File: config.mk
export PLATFORM = sky130hd
export DESIGN_NAME = aesCommandDecode
export DESIGN_NICKNAME = d
export VERILOG_FILES = /design/src/logic/aesPkg.sv /design/src/logic/aesCommandDecode.sv
export SDC_FILE = /design/constraint.sdc
export NUM_CORES = 1
export LEC_CHECK = 0
export BUFFER_PORTS_ARGS = -buffer_cell sky130_fd_sc_hd__clkbuf_2
export CAP_MARGIN = 20
export CORE_AREA = 4 4 41 43
export DETAILED_ROUTE_END_ITERATION = 7
export DIE_AREA = 0 0 45 47
export PLACE_DENSITY = 0.72
export SYNTH_ARGS = -nofsm -noshare
export SYNTH_HDL_FRONTEND = slang
export SYNTH_SLANG_ARGS = --single-unit
File: constraint.sdc
create_clock -name CLK -period 1.1 [get_ports CLK]
set_input_delay 0.33 -clock CLK [delete_from_list [all_inputs] [get_ports CLK]]
set_output_delay 0.33 -clock CLK [all_outputs]
set_load 0.05 [all_outputs]
File: src/logic/aesPkg.sv
// AES package holding the block widths, round count, GF(2^8) helpers and controller types.
package aesPkg;

  // ********************
  // Sizes
  // ********************
  localparam int NumRounds  = 10;
  localparam int ByteWidth  = 8;
  localparam int WordWidth  = 32;
  localparam int BlockWidth = 128;
  localparam int NumRows    = WordWidth / ByteWidth;   // Bytes per column.
  localparam int NumCols    = BlockWidth / WordWidth;  // Columns per block.

  typedef logic [BlockWidth-1:0] blockT;  // Byte 0 sits in the top bits.
  typedef logic [WordWidth-1:0]  wordT;
  typedef logic [ByteWidth-1:0]  byteT;
  typedef logic [NumRounds-1:0]  roundT;  // One-hot, bit 0 is round 1.

  localparam roundT FirstRound = roundT'(1);

  // ********************
  // Controller types
  // ********************
  typedef enum logic {
    Idle = 1'b0,
    Run  = 1'b1
  } ctrlStateT;

  typedef struct packed {
    logic  loadKey;    // Store the cipher key.
    logic  start;      // Take a plaintext and add the cipher key.
    logic  step;       // Perform one round.
    logic  lastRound;  // The round in progress is round 10.
    roundT round;
  } roundCtrlT;

  // ********************
  // GF(2^8) helpers
  // ********************
  function automatic byteT xtime(byteT b);
    return {b[ByteWidth-2:0], 1'b0} ^ (b[ByteWidth-1] ? 8'h1b : 8'h00);
  endfunction

  // The round constants are successive doublings of 01.
  function automatic byteT rconOf(roundT r);
    byteT rc;
    byteT acc;
    rc  = '0;
    acc = 8'h01;
    for (int i = 0; i < NumRounds; i++) begin
      if (r[i]) begin
        rc = acc;
      end
      acc = xtime(acc);
    end
    return rc;
  endfunction

endpackage

File: src/logic/aesCommandDecode.sv
// AES command and round controller turning strobes and enable into per-cycle control.
module aesCommandDecode
  import aesPkg::*;
(
  input  logic      CLK,
  input  logic      RST,
  input  logic      en,
  input  logic      keyRdy,
  input  logic      dataRdy,
  output logic      busy,
  output roundCtrlT ctrl
);

  ctrlStateT stateQ;
  roundT     roundQ;
  roundT     roundRot;

  assign roundRot = {roundQ[NumRounds-2:0], roundQ[NumRounds-1]};
  assign busy     = (stateQ == Run);

  // ********************
  // Control decode
  // ********************
  always_comb begin
    ctrl           = '0;
    ctrl.round     = roundQ;
    ctrl.lastRound = (stateQ == Run) && roundQ[0];  // Round register has wrapped.
    if (en) begin
      if (stateQ == Idle) begin
        ctrl.loadKey = keyRdy;
        ctrl.start   = !keyRdy && dataRdy;  // Key load wins.
      end else begin
        ctrl.step = 1'b1;
      end
    end
  end

  // ********************
  // State and round
  // ********************
  always_ff @(posedge CLK) begin
    if (!RST) begin
      stateQ <= Idle;
      roundQ <= FirstRound;
    end else if (ctrl.start) begin
      stateQ <= Run;
      roundQ <= roundRot;
    end else if (ctrl.step) begin
      if (ctrl.lastRound) begin
        stateQ <= Idle;
        roundQ <= FirstRound;
      end else begin
        roundQ <= roundRot;
      end
    end
  end

  // ********************
  // Assertions
  // ********************
  roundOneHot: assert property (@(posedge CLK) disable iff (!RST) $onehot(roundQ));

  // A block in flight stays in Run until its final step.
  noStartInRun: assert property (
    @(posedge CLK) disable iff (!RST)
    (busy && !(ctrl.step && ctrl.lastRound)) |=> !ctrl.start);

  noStepInIdle: assert property (
    @(posedge CLK) disable iff (!RST)
    ((!busy && !ctrl.start) || (ctrl.step && ctrl.lastRound)) |=> !ctrl.step);

endmodule

Yosys cells after proc, flatten, opt, wreduce, memory -nomap -nowiden:

Cells that the tools add are included.

* output and inout bits: 15
* word-level logic and storage cells: 17
* flip-flop bits (word level): 11

* muxes and demuxes: 9
* reduce and logical (&&, ||, !) cells: 6

Operators with widths (number)
* $mux 10: 3
* $mux 1: 4
* $reduce_bool 2->1: 2
* $mux 3: 1
* $logic_and 1x1->1: 2
* $mux 2: 1
* $reduce_and 2->1: 1
* $logic_not 1->1: 1

Logic depth before layout (Yosys ltp):

* word-level depth: 6
* depth in mapped cells: 4
* gate-level depth less buffers: 3

Least setup slack after synthesis:

No wires, ideal clock.

* kind: register to output
* start: reg stateQ (netlist: busy)
* end: out ctrl[10] (netlist bit)
* cell stages (with the launch flop): 3
* path slack: -0.564 ns
* data arrival time: 1.334 ns
* cells stage by stage: dfxtp_1 nand2_1 inv_1

RTL lines
* start, declared: line aesCommandDecode.sv:14 `ctrlStateT stateQ;`
* start signal, assigned: line aesCommandDecode.sv:43 `stateQ <= Idle;`
* start signal, assigned: line aesCommandDecode.sv:46 `stateQ <= Run;`
* start signal, assigned: line aesCommandDecode.sv:50 `stateQ <= Idle;`
* end, declared: line aesCommandDecode.sv:11 `output roundCtrlT ctrl`

==> summary.md <==
| Metric | Value |
|---|---|
| TritonCTS clock tree | yes |
| Final setup viols | 12 |
| Die Width | 45 um |
| Port Buf Inserts | 19 |
| Placed Instances | 92 |
| Slew @ Worst Pin | 333 ps |
| Fin worst setup slack | -322 ps |
| Area occupied by multi-input gates | 259 sq um |
| Clock transition at the registers of the reported paths | 70 ps |
| Synthesized area per cell | 8.94 sq um |
| Synth warnings | 0 |
| FF+latch count, synth | 11 |
| Post-route insts no fill | 106 |
| Fin Setup TNS | -1360 ps |
| Power per cell area | 819 mW/mm^2 |
| Critical path launch point type | flop |
| Synthesized area | 483 sq um |
| Total CTS buffers | 3 |
| Ratio of cells with drive above 1 in the final layout | 61.5% |
| Fin. Hold Viols | 0 |
| Die ar. | 0.00212 sq mm |
| Number of global-route vias before repair | 545 |
| Gpl congestion | 0.645 |
| Leakage | 0.451 nW |
| Worst min path class | reg -> reg |
| Cell count after synthesis | 54 |
| Max Freq | 0.703 GHz |
| Yosys top cell by area | dfxtp_1 |
| Status | finished, violations left |
| Layout Skew | 4.03 ps |
| Design area | 0.00106 sq mm |
| FP Rows | 13 |
| Area taken by flip-flops and latches | 241 sq um |
| Core area | 0.00130 sq mm |
| RSZ-0062 raised after global routing | true |
| Slew headroom | 77.8% |
| Crit path capture type | output port |
| First-pass GRT wire length | 2370 um |
| Root Buffer Master | clkbuf_4 |
| Critical Path RT | 770 ps |
| Nets | 97 |
| Yosys top cell area share | 45.6% |
| H-tree Lvls | 1 |
| Initial antenna violation count | 0 |
| Initial Util | 37.1% |
| Period Utilization, post-route | 129% |
| Hold_buf cts | 0 |
| Die Ht | 47 um |
| Fin crit period | 1420 ps |
| DRT Pass-1 Iters | 4 |
| Syn nets | 59 |
| Peak supply drop | 0.778 mV |
| Post-synthesis sequential area ratio | 45.6% |
| Drt total wl | 1390 um |
| Initial drt markers | 11 |
| GRT overflow | 0 |
| Via density | 4.84 |
| CTS Buffer Depth | 2 |
| Critical path class | reg -> out |
| Unique cell type count in the Yosys netlist | 15 |
| Failing checks | negative setup slack |
| Placed cell areas | 663 sq um |
| Synthesis-to-layout area growth | 120% |
| Num Clock Sinks | 11 |
| Routed len/inst | 13.1 um |
| # DRC | 0 |
| Routed Antenna Nets | 0 |
| Synth area leaders | dfxtp_1 46%, mux2i_1 17%, nand3_1 9.3% |
| Max Cap Viol | 0 |
| Clk_lat worst skew | 260 ps |
| Fillers | 82 |
| GRT Total Usage | 15.6% |
| Critical path arrival | 1090 ps |
| Hpwl dp | 812 um |
| Top Ports | 20 |
| Largest net degree at the start of global routing | 21 |
| Critical Path Fanout Max | 4 |
| Vias | 513 |
| Total chip power | 0.000871 W |
| N_diodes | 0 |
| Pins Over Slew Limit | 0 |
==> cell usage in the layout, fill, tap and decap left out <==
| cell type | instances |
|---|---|
| dfxtp_2 | 8 |
| a21o_1 | 1 |
| clkbuf_16 | 11 |
| o21a_4 | 1 |
| inv_1 | 1 |
| buf_6 | 1 |
| a21oi_1 | 1 |
| buf_12 | 1 |
| o21ai_1 | 2 |
| clkbuf_2 | 4 |
| buf_4 | 14 |
| and2_4 | 1 |
| clkbuf_1 | 1 |
| nand2_1 | 10 |
| clkbuf_4 | 3 |
| clkinvlp_4 | 1 |
| nand2_4 | 1 |
| nand3_1 | 9 |
| nor2b_1 | 2 |
| buf_8 | 5 |
| dfxtp_4 | 3 |
| and4bb_4 | 1 |
| and3b_2 | 1 |
| mux2i_1 | 8 |
==> state kept, by name (all words and copies together), names as in the netlist <==
register,cells
roundQ,10
busy,1
==> cell usage after synthesis <==
master	n
buf_6	1
a21oi_1	1
nand3_1	9
o21a_1	1
and3b_1	1
inv_1	2
nand2_1	11
and4bb_1	1
a21o_1	1
o21ai_1	2
mux2i_1	8
clkbuf_1	2
nor2b_1	2
and2_1	1
dfxtp_1	11
==> final cells by class <==
type | instances | share of cell area (%)
Tap cell | 15 | 1.76
Multi-Input combinational cell | 38 | 24.4
Inverter | 2 | 1.06
Sequential cell | 11 | 22.7
Timing Repair Buffer | 36 | 47.6
Clock buffer | 4 | 2.47
==> logic make-up (layout without fill, tap and decap cells) <==
| logic type | Yosys count | in the layout | share of synthesized area, % |
|---|---|---|---|
| DFF | 11 | 11 | 45.6 |
| AOI/OAI and AO/OA | 5 | 5 | 6.22 |
| and+or+nand+nor | 25 | 25 | 26.2 |
| muxes | 8 | 8 | 16.6 |
| buffers and inverters | 5 | 42 | 5.44 |
==> where the power goes <==
part	internal [W]	leakage (nW)	switching, W
clock	0.000140	0.0150	0.000126
sequential	0.000400	0.0945	0.00000865
combinational	0.000102	0.341	0.0000947
total	0.000642	0.451	0.000229
==> metal layers <==
| metal | vias up | wire length [um] | GRT usage, % |
|---|---|---|---|
| met5 | - | 0 | 0 |
| met4 | 0 | 15 | 7.02 |
| met3 | 2 | 105 | 3.45 |
| met2 | 23 | 757 | 29.4 |
| met1 | 229 | 508 | 16.4 |
| li1 | 259 | - | - |
==> worst paths after layout <==
kind,startpoint,slack (ps),cells past startpoint,end
setup reg to reg,busy,-10,4,roundQ[0]
hold reg to reg,roundQ[1],480,2,roundQ[1]
setup / recovery,busy,-320,2,ctrl[12]
hold / removal,roundQ[1],480,2,roundQ[1]
==> worst max-delay path, stage by stage (launching register included) <==
cell and delay [ps]:
dfxtp_4 350, and4bb_4 310, clkbuf_16 160
==> through the flow <==
step | worst slack (ps) | utilization [%] | hold slack [ps]
2_1_floorplan | -93.3 | - | 549
3_3_place_gp | -230 | 51.0 | 458
3_5_place_dp | -250 | 51.0 | 469
4_1_cts | -319 | 77.0 | 473
5_1_grt | -357 | 81.7 | 501
6_report | -322 | 81.7 | 480
==> timing repair <==
| item | in CTS | in global routing |
|---|---|---|
| gates cloned | 0 | 1 |
| pin swaps | 1 | 0 |
| setup buffers | 7 | 4 |
| setup endpoints to repair | 16 | 25 |
| gates resized for setup | 50 | 10 |
Note: power is estimated with default switching activity, not from simulation.
