**config.mk**
```make
export PLATFORM = sky130hd
export DESIGN_NAME = aesResultStage
export DESIGN_NICKNAME = d
export VERILOG_FILES = /design/src/logic/aesPkg.sv /design/src/logic/aesResultStage.sv
export SDC_FILE = /design/constraint.sdc
export NUM_CORES = 1
export LEC_CHECK = 0
export BUFFER_PORTS_ARGS = -buffer_cell sky130_fd_sc_hd__buf_4
export CAP_MARGIN = 30
export CELL_PAD_IN_SITES_DETAIL_PLACEMENT = 0
export CELL_PAD_IN_SITES_GLOBAL_PLACEMENT = 2
export CORE_ASPECT_RATIO = 1.5
export CORE_MARGIN = 2
export CORE_UTILIZATION = 28
export DETAILED_ROUTE_END_ITERATION = 12
export PLACE_DENSITY_LB_ADDON = 0.1
export RECOVER_POWER = 25
export SYNTH_ARGS = -nofsm -noshare
export SYNTH_HDL_FRONTEND = slang
export SYNTH_SLANG_ARGS = --single-unit
```
**constraint.sdc**
```tcl
create_clock -name CLK -period 3.85 [get_ports CLK]
set_input_delay 0.385 -clock CLK [delete_from_list [all_inputs] [get_ports CLK]]
set_output_delay 0.385 -clock CLK [all_outputs]
set_load 0.02 [all_outputs]
```
**src/logic/aesPkg.sv**
```systemverilog
// AES package holding the block widths, round count, GF(2^8) helpers and controller types.
package aesPkg;

  // ********************
  // Sizes
  // ********************
  localparam int NumRounds  = 10;
  localparam int ByteWidth  = 8;
  localparam int WordWidth  = 32;
  localparam int BlockWidth = 128;
  localparam int NumRows    = WordWidth / ByteWidth;   // Bytes per column.
  localparam int NumCols    = BlockWidth / WordWidth;  // Columns per block.

  typedef logic [BlockWidth-1:0] blockT;  // Byte 0 sits in the top bits.
  typedef logic [WordWidth-1:0]  wordT;
  typedef logic [ByteWidth-1:0]  byteT;
  typedef logic [NumRounds-1:0]  roundT;  // One-hot, bit 0 is round 1.

  localparam roundT FirstRound = roundT'(1);

  // ********************
  // Controller types
  // ********************
  typedef enum logic {
    Idle = 1'b0,
    Run  = 1'b1
  } ctrlStateT;

  typedef struct packed {
    logic  loadKey;    // Store the cipher key.
    logic  start;      // Take a plaintext and add the cipher key.
    logic  step;       // Perform one round.
    logic  lastRound;  // The round in progress is round 10.
    roundT round;
  } roundCtrlT;

  // ********************
  // GF(2^8) helpers
  // ********************
  function automatic byteT xtime(byteT b);
    return {b[ByteWidth-2:0], 1'b0} ^ (b[ByteWidth-1] ? 8'h1b : 8'h00);
  endfunction

  // The round constants are successive doublings of 01.
  function automatic byteT rconOf(roundT r);
    byteT rc;
    byteT acc;
    rc  = '0;
    acc = 8'h01;
    for (int i = 0; i < NumRounds; i++) begin
      if (r[i]) begin
        rc = acc;
      end
      acc = xtime(acc);
    end
    return rc;
  endfunction

endpackage

```
**src/logic/aesResultStage.sv**
```systemverilog
// AES result register holding the last ciphertext and its valid flag.
module aesResultStage
  import aesPkg::*;
(
  input  logic      CLK,
  input  logic      RST,
  input  roundCtrlT ctrl,
  input  blockT     nextState,
  output blockT     dout,
  output logic      dataValid
);

  logic capture;
  logic clear;

  assign capture = ctrl.step && ctrl.lastRound;
  assign clear   = ctrl.loadKey || ctrl.start;

  always_ff @(posedge CLK) begin
    if (!RST) begin
      dataValid <= 1'b0;
    end else if (capture) begin
      dataValid <= 1'b1;
    end else if (clear) begin
      dataValid <= 1'b0;  // Next command supersedes the result.
    end
  end

  always_ff @(posedge CLK) begin
    if (capture) begin
      dout <= nextState;  // Held while the next block runs.
    end
  end

  captureClearExclusive: assert property (
    @(posedge CLK) disable iff (!RST) !(capture && clear));

endmodule

```
After elaboration in Yosys (flattened, before gate mapping)
Index checks and enable logic that the tools add are counted.
- reduce and logical (&&, ||, !) cells: 3
- mux-type cells: 2
- operator list (kind ; count):
    $mux 1 ; 2
    $reduce_bool 2->1 ; 1
    $logic_and 1x1->1 ; 1
    $logic_or 1x1->1 ; 1
- bits of input ports: 144
- flip-flop bits (word level): 129
- output and inout bits: 129
- word-level logic and storage cells: 7

Longest topological paths before layout
Gate-level depths: netlist (run 1).
- depth after elaboration: 3
- gate-level depth with buffers: 2
- depth with buffers taken out: 2

Least setup slack after synthesis (run 1)
Ideal clock, no wire load.
- kind: input to register
- start point: input ctrl[11] (netlist name)
- end point: register dout[0] (enable)
- cell stages on the path: 1
- library setup time: 0.399 ns
- buffers on the path: 0
- data arrival time: 1.344 ns
- data required time: 3.451 ns
- path slack: 2.107 ns
- cell sequence: and2_4
- cells in the longest elaborated chain, start to end: 1
- RTL lines (item ; line ; source):
    start, declared ; aesResultStage.sv:7 ; input roundCtrlT ctrl,
    $logic_and 1x1->1 ; aesResultStage.sv:16 ; assign capture = ctrl.step && ctrl.lastRound;
    end signal, assigned ; aesResultStage.sv:31 ; dout <= nextState;
    end, declared ; aesResultStage.sv:9 ; output blockT dout,
No other way between the ends.
A chain may end at the register's enable or synchronous reset.

Final worst setup path (run 1)
- start point: input ctrl[11] (netlist name)
- end point: register dout[6] (enable)
- cells in the longest elaborated chain, start to end: 1
- RTL lines (item ; line ; source):
    $logic_and 1x1->1 ; aesResultStage.sv:16 ;
    net capture ; aesResultStage.sv:13 ; logic capture;
The timed path passes the listed nets, and every way through them passes these cells.

==> run metrics, run 1 <==
critical path launch point type=primary input; setup ws final=2.389 ns; Syn Inst Count=132; Clock transition at path regs=0.05 ns; Syn Area/Cell=29.45 um2; gr ovfl total=0; # nets final=559; n_diodes=0; clock root buffer=clkbuf_16; CP arrival=1.51 ns; Final GP Congestion=0.7182; Starting Density=0.2873; Port Buffers=262; Most Frequent Cell on Critical Path=buf_4; initial antenna violation count=0; vias=2,370; Die W=100.2 um; leak pwr=0.002801 uW; hold depth=1; sequential-to-total area share from yosys stat=0.9939; Net Sw Frac=0.2023; skew final=0 ns; worst-path fanout max=41; FP Rows=52; Routed Antenna Nets=0; CTS tree=yes; Post CTS Setup Buffer Count=0; critical path class=primary input to register; sequential power share=0.429; Worst path depth=3; most common cell after layout, fill and taps aside=buf_4; YS warnings=0; largest net degree at the start of global routing=55; worst slew pin tran=0.5562 ns; setup_tns=0 ns; Core Region=13,530 um2; final std cells w/o fill=590; post-CTS sizing=0; area of the die=14,860 um2; most frequent cells in the layout=buf_4 (167), edfxtp_1 (128), clkbuf_4 (96); Avg WL per Cell=16.48 um; Crit. End Element=register; WP buf/inv=2; Final Cycle Share=0.3794; Peak Freq=0.6847 GHz; GRT Total Usage=0.1306; Worst IR Drop VDD=0.2752 mV; slowest stage cell, crit path=buf_4; max-slew violation count=0; Placed Cells incl. Taps=558; WL final=9725 um; Distinct cells, synth=5; top cell type by total area after synthesis=edfxtp_1; worst r2r src=dataValid$_SDFFE_PN0P_; CP Launch Point=ctrl[11]; Register-to-Register Path Depth=2; PwrDens=576.5 nW/um2; Worst Min Path Start=nextState[35]; synthesized area=3887 um2; H-tree depth=4; share of cells above drive strength 1=0.6869; maxcap violations=0; final setup fails=0; Max-Slew Margin vs Limit=0.6292; Die H=148.3 um; routed vias/inst=4.017; Synth top area share=0.9887; Syn Nets=276; status=finished clean; Clk pwr share=0.473; first-pass GRT wire length=13,700 um; clk_lat worst skew=0.40 ns; DR DRC count=0; Setup WS pre-CTS=1.915 ns; Int Power=3115 uW; IO Pins=273; P_sw=790.2 uW; CTS buffer count=17; Fin. Hold Viols=0; CP Data Required Time=3.90 ns; CP Cell Sequence=buf_4, and2_4, buf_4; Hold Buf Count CTS=0; router iterations before antenna repair=4; Final min period=1.461 ns; Top delay family on crit path=buffers and inverters; clock sink count=129; fin util=0.5006; top cells by area, synth=edfxtp_1 (99%), dfxtp_1 (0.51%), and2_4 (0.23%); DRC violation total after the first TritonRoute iteration=72; post-synthesis register bit count=129; vias in the first global route=2,418; Longest Clk Path Bufs=2; max incr delay on CP=0.52 ns; Gate power share=0.099; RSZ-0062 raised after global routing=false; Synth-to-Final Area Change=74.25%; min-delay worst type=primary input to register
[final cells by class]
| cell class | instances | area, um2 |
|---|---|---|
| Fill cell | 1163 | 6759 |
| Sequential cell | 129 | 3864 |
| Clock buffer | 17 | 425.4 |
| Timing Repair Buffer | 264 | 1994 |
| Tap cell | 162 | 202.7 |
| Multi-Input combinational cell | 3 | 23.77 |
| Clock inverter | 15 | 264.0 |
[power by group through the flow]
stage | Clock [uW] | Sequential, uW | Combinational, uW
after CTS | 1900 | 1680 | 399
final | 1850 | 1670 | 386
after global placement | 0 | 1700 | 394
after floorplan | 0 | 1830 | 19.8
after global routing | 1950 | 1680 | 407
after detailed placement | 0 | 1700 | 399
[metal layers]
metal / GRT usage / vias up / wire length, um
li1: - / 1107 / -
met1: 0.1160 / 1080 / 2912
met2: 0.2268 / 162 / 5298
met3: 0.07190 / 21 / 1152
met4: 0.07740 / 0 / 361
met5: 0 / - / 0
[stage by stage]
step	cell area, um2	hold slack, ns	total power [uW]
after floorplan	3887	0.4839	1846
after global routing	6774	0.1365	4044
after CTS	6774	0.1269	3970
after global placement	6085	0.5633	2095
final	6774	0.1569	3905
after detailed placement	6085	0.5643	2103
[path summary, 6_finish.rpt]
path,to,slack [ns]
worst max register to register,dataValid$_SDFFE_PN0P_,3.14
worst max-delay path,dout[6]$_DFFE_PP_,2.39
worst min register to register,dataValid$_SDFFE_PN0P_,0.64
worst min-delay path,dout[35]$_DFFE_PP_,0.16
[cells by family (layout without fill, tap and decap cells)]
family	Yosys count	after routing	share of synthesized area
flip-flops	129	129	0.9939
AND/OR/NAND/NOR	2	2	0.004185
AO/OA/AOI/OAI	1	1	0.001932
buffers and inverters	0	296	0
[registers in the layout, indices dropped and copies added, names as in the netlist]
| register | count |
|---|---|
| dataValid | 1 |
| dout | 128 |
[synth_stat cells, drive strengths merged]
cell type	number
and2	1
edfxtp	128
o21a	1
nor3b	1
dfxtp	1
Power figures use the tool's default switching activity.
==> run 2: changes to the inputs <==
- CORE_UTILIZATION: 28 -> 26
- clock period: 3.85 -> 1.5 ns (I/O delays scaled with it)
==> run metrics, run 2 <==
Main synth FF type=edfxtp_1; Last stage=4_1_cts; status=aborted with a tool error; asr flop ratio synth=0; count leader, synth=edfxtp_1; Hold Buf Count CTS=126; synthesized area=3887 um2; Starting Density=0.2664; DP Area=6180 um2; clock sink count=129; DP HPWL=7643 um; Post CTS Setup Buffer Count=0; CTS buffer count=17; clock root buffer=clkbuf_16; Synth top area share=0.9887; Longest Clk Path Bufs=2; post-synthesis register bit count=129; Final GP Congestion=0.7246; sequential-to-total area share from yosys stat=0.9939; Distinct cells, synth=5; H-tree depth=4; First Err=[ERROR RSZ-0060] Max buffer count reached.; Syn Inst Count=132; post-CTS sizing=0; EDFF count, synth=128; IO Pins=273; Syn Area/Cell=29.45 um2; top cell type by total area after synthesis=edfxtp_1; YS warnings=0; Port Buffers=262; FP Rows=54; top cells by area, synth=edfxtp_1 (99%), dfxtp_1 (0.51%), and2_4 (0.23%); Die W=103.8 um; most instantiated cells after synthesis=edfxtp_1 (128), and2_4 (1), dfxtp_1 (1), nor3b_1 (1), o21a_1 (1); Die H=153.8 um; Syn Nets=276
[run 2: cell counts after synthesis]
Identical to the previous run, type by type.
[run 2: cells by family after synthesis]
logic type	share of synthesized area
flip-flops	0.9939
AO/OA/AOI/OAI	0.001932
AND/OR/NAND/NOR	0.004185
[run 2: through the flow]
| step | setup slack, ns | std cells |
|---|---|---|
| 2_1_floorplan | -0.008305 | 132 |
| 3_3_place_gp | 0.3647 | 594 |
| 3_5_place_dp | 0.3611 | 594 |
==> run 3: changes to the inputs <==
- CELL_PAD_IN_SITES_DETAIL_PLACEMENT: 0 -> not set
- CELL_PAD_IN_SITES_GLOBAL_PLACEMENT: 2 -> not set
- CORE_ASPECT_RATIO: 1.5 -> not set
- CORE_UTILIZATION: 26 -> 25
- PLACE_DENSITY_LB_ADDON: 0.1 -> 0.15
==> run metrics, run 3 <==
status=aborted with a tool error; Last stage=4_1_cts; First Err=[ERROR RSZ-0060] Max buffer count reached.; Main synth FF type=edfxtp_1; proportion of synthesized area in mux cells=0; Syn Inst Count=132; top cell type by total area after synthesis=edfxtp_1; clock sink count=129; Distinct cells, synth=5; count leader, synth=edfxtp_1; Final GP Congestion=0.7221; top cells by area, synth=edfxtp_1 (99%), dfxtp_1 (0.51%), and2_4 (0.23%); sequential-to-total area share from yosys stat=0.9939; Starting Density=0.2557; Syn Nets=276; Die W=128.7 um; Die H=128.7 um; CTS buffer count=17; EDFF count, synth=128; clock root buffer=clkbuf_16; Post-Synth Simple-Gate Area=0.004184; asr flop ratio synth=0; Longest Clk Path Bufs=2; Hold Buf Count CTS=125; synthesized area=3887 um2; post-CTS sizing=0; Post CTS Setup Buffer Count=0; Synth Area in XOR/XNOR=0; FP Rows=45; Setup WS pre-CTS=0.3040 ns; most instantiated cells after synthesis=edfxtp_1 (128), and2_4 (1), dfxtp_1 (1), nor3b_1 (1), o21a_1 (1); Syn Area/Cell=29.45 um2; Port Buffers=262; Post-Synth Adder-Cell Area=0; YS warnings=0; H-tree depth=4; post-synthesis compound-gate area fraction=0.001931; IO Pins=273; DP HPWL=7776 um; Synth top area share=0.9887; Placed Cells incl. Taps=588; largest family of logic cells by synthesized area=simple AND/OR/NAND/NOR gates; post-synthesis register bit count=129
-- run 3: cell counts after synthesis --
No cell type changed its count.
-- run 3: kinds of logic after synthesis --
kind of cell | count (synthesis)
compound gates | 1
simple gates | 2
flops | 129
-- run 3: per-stage QoR --
stage / cell area (um2) / util
detailed placement: 6172 / 0.4060
global placement: 6172 / 0.4060
floorplan: 3887 / -
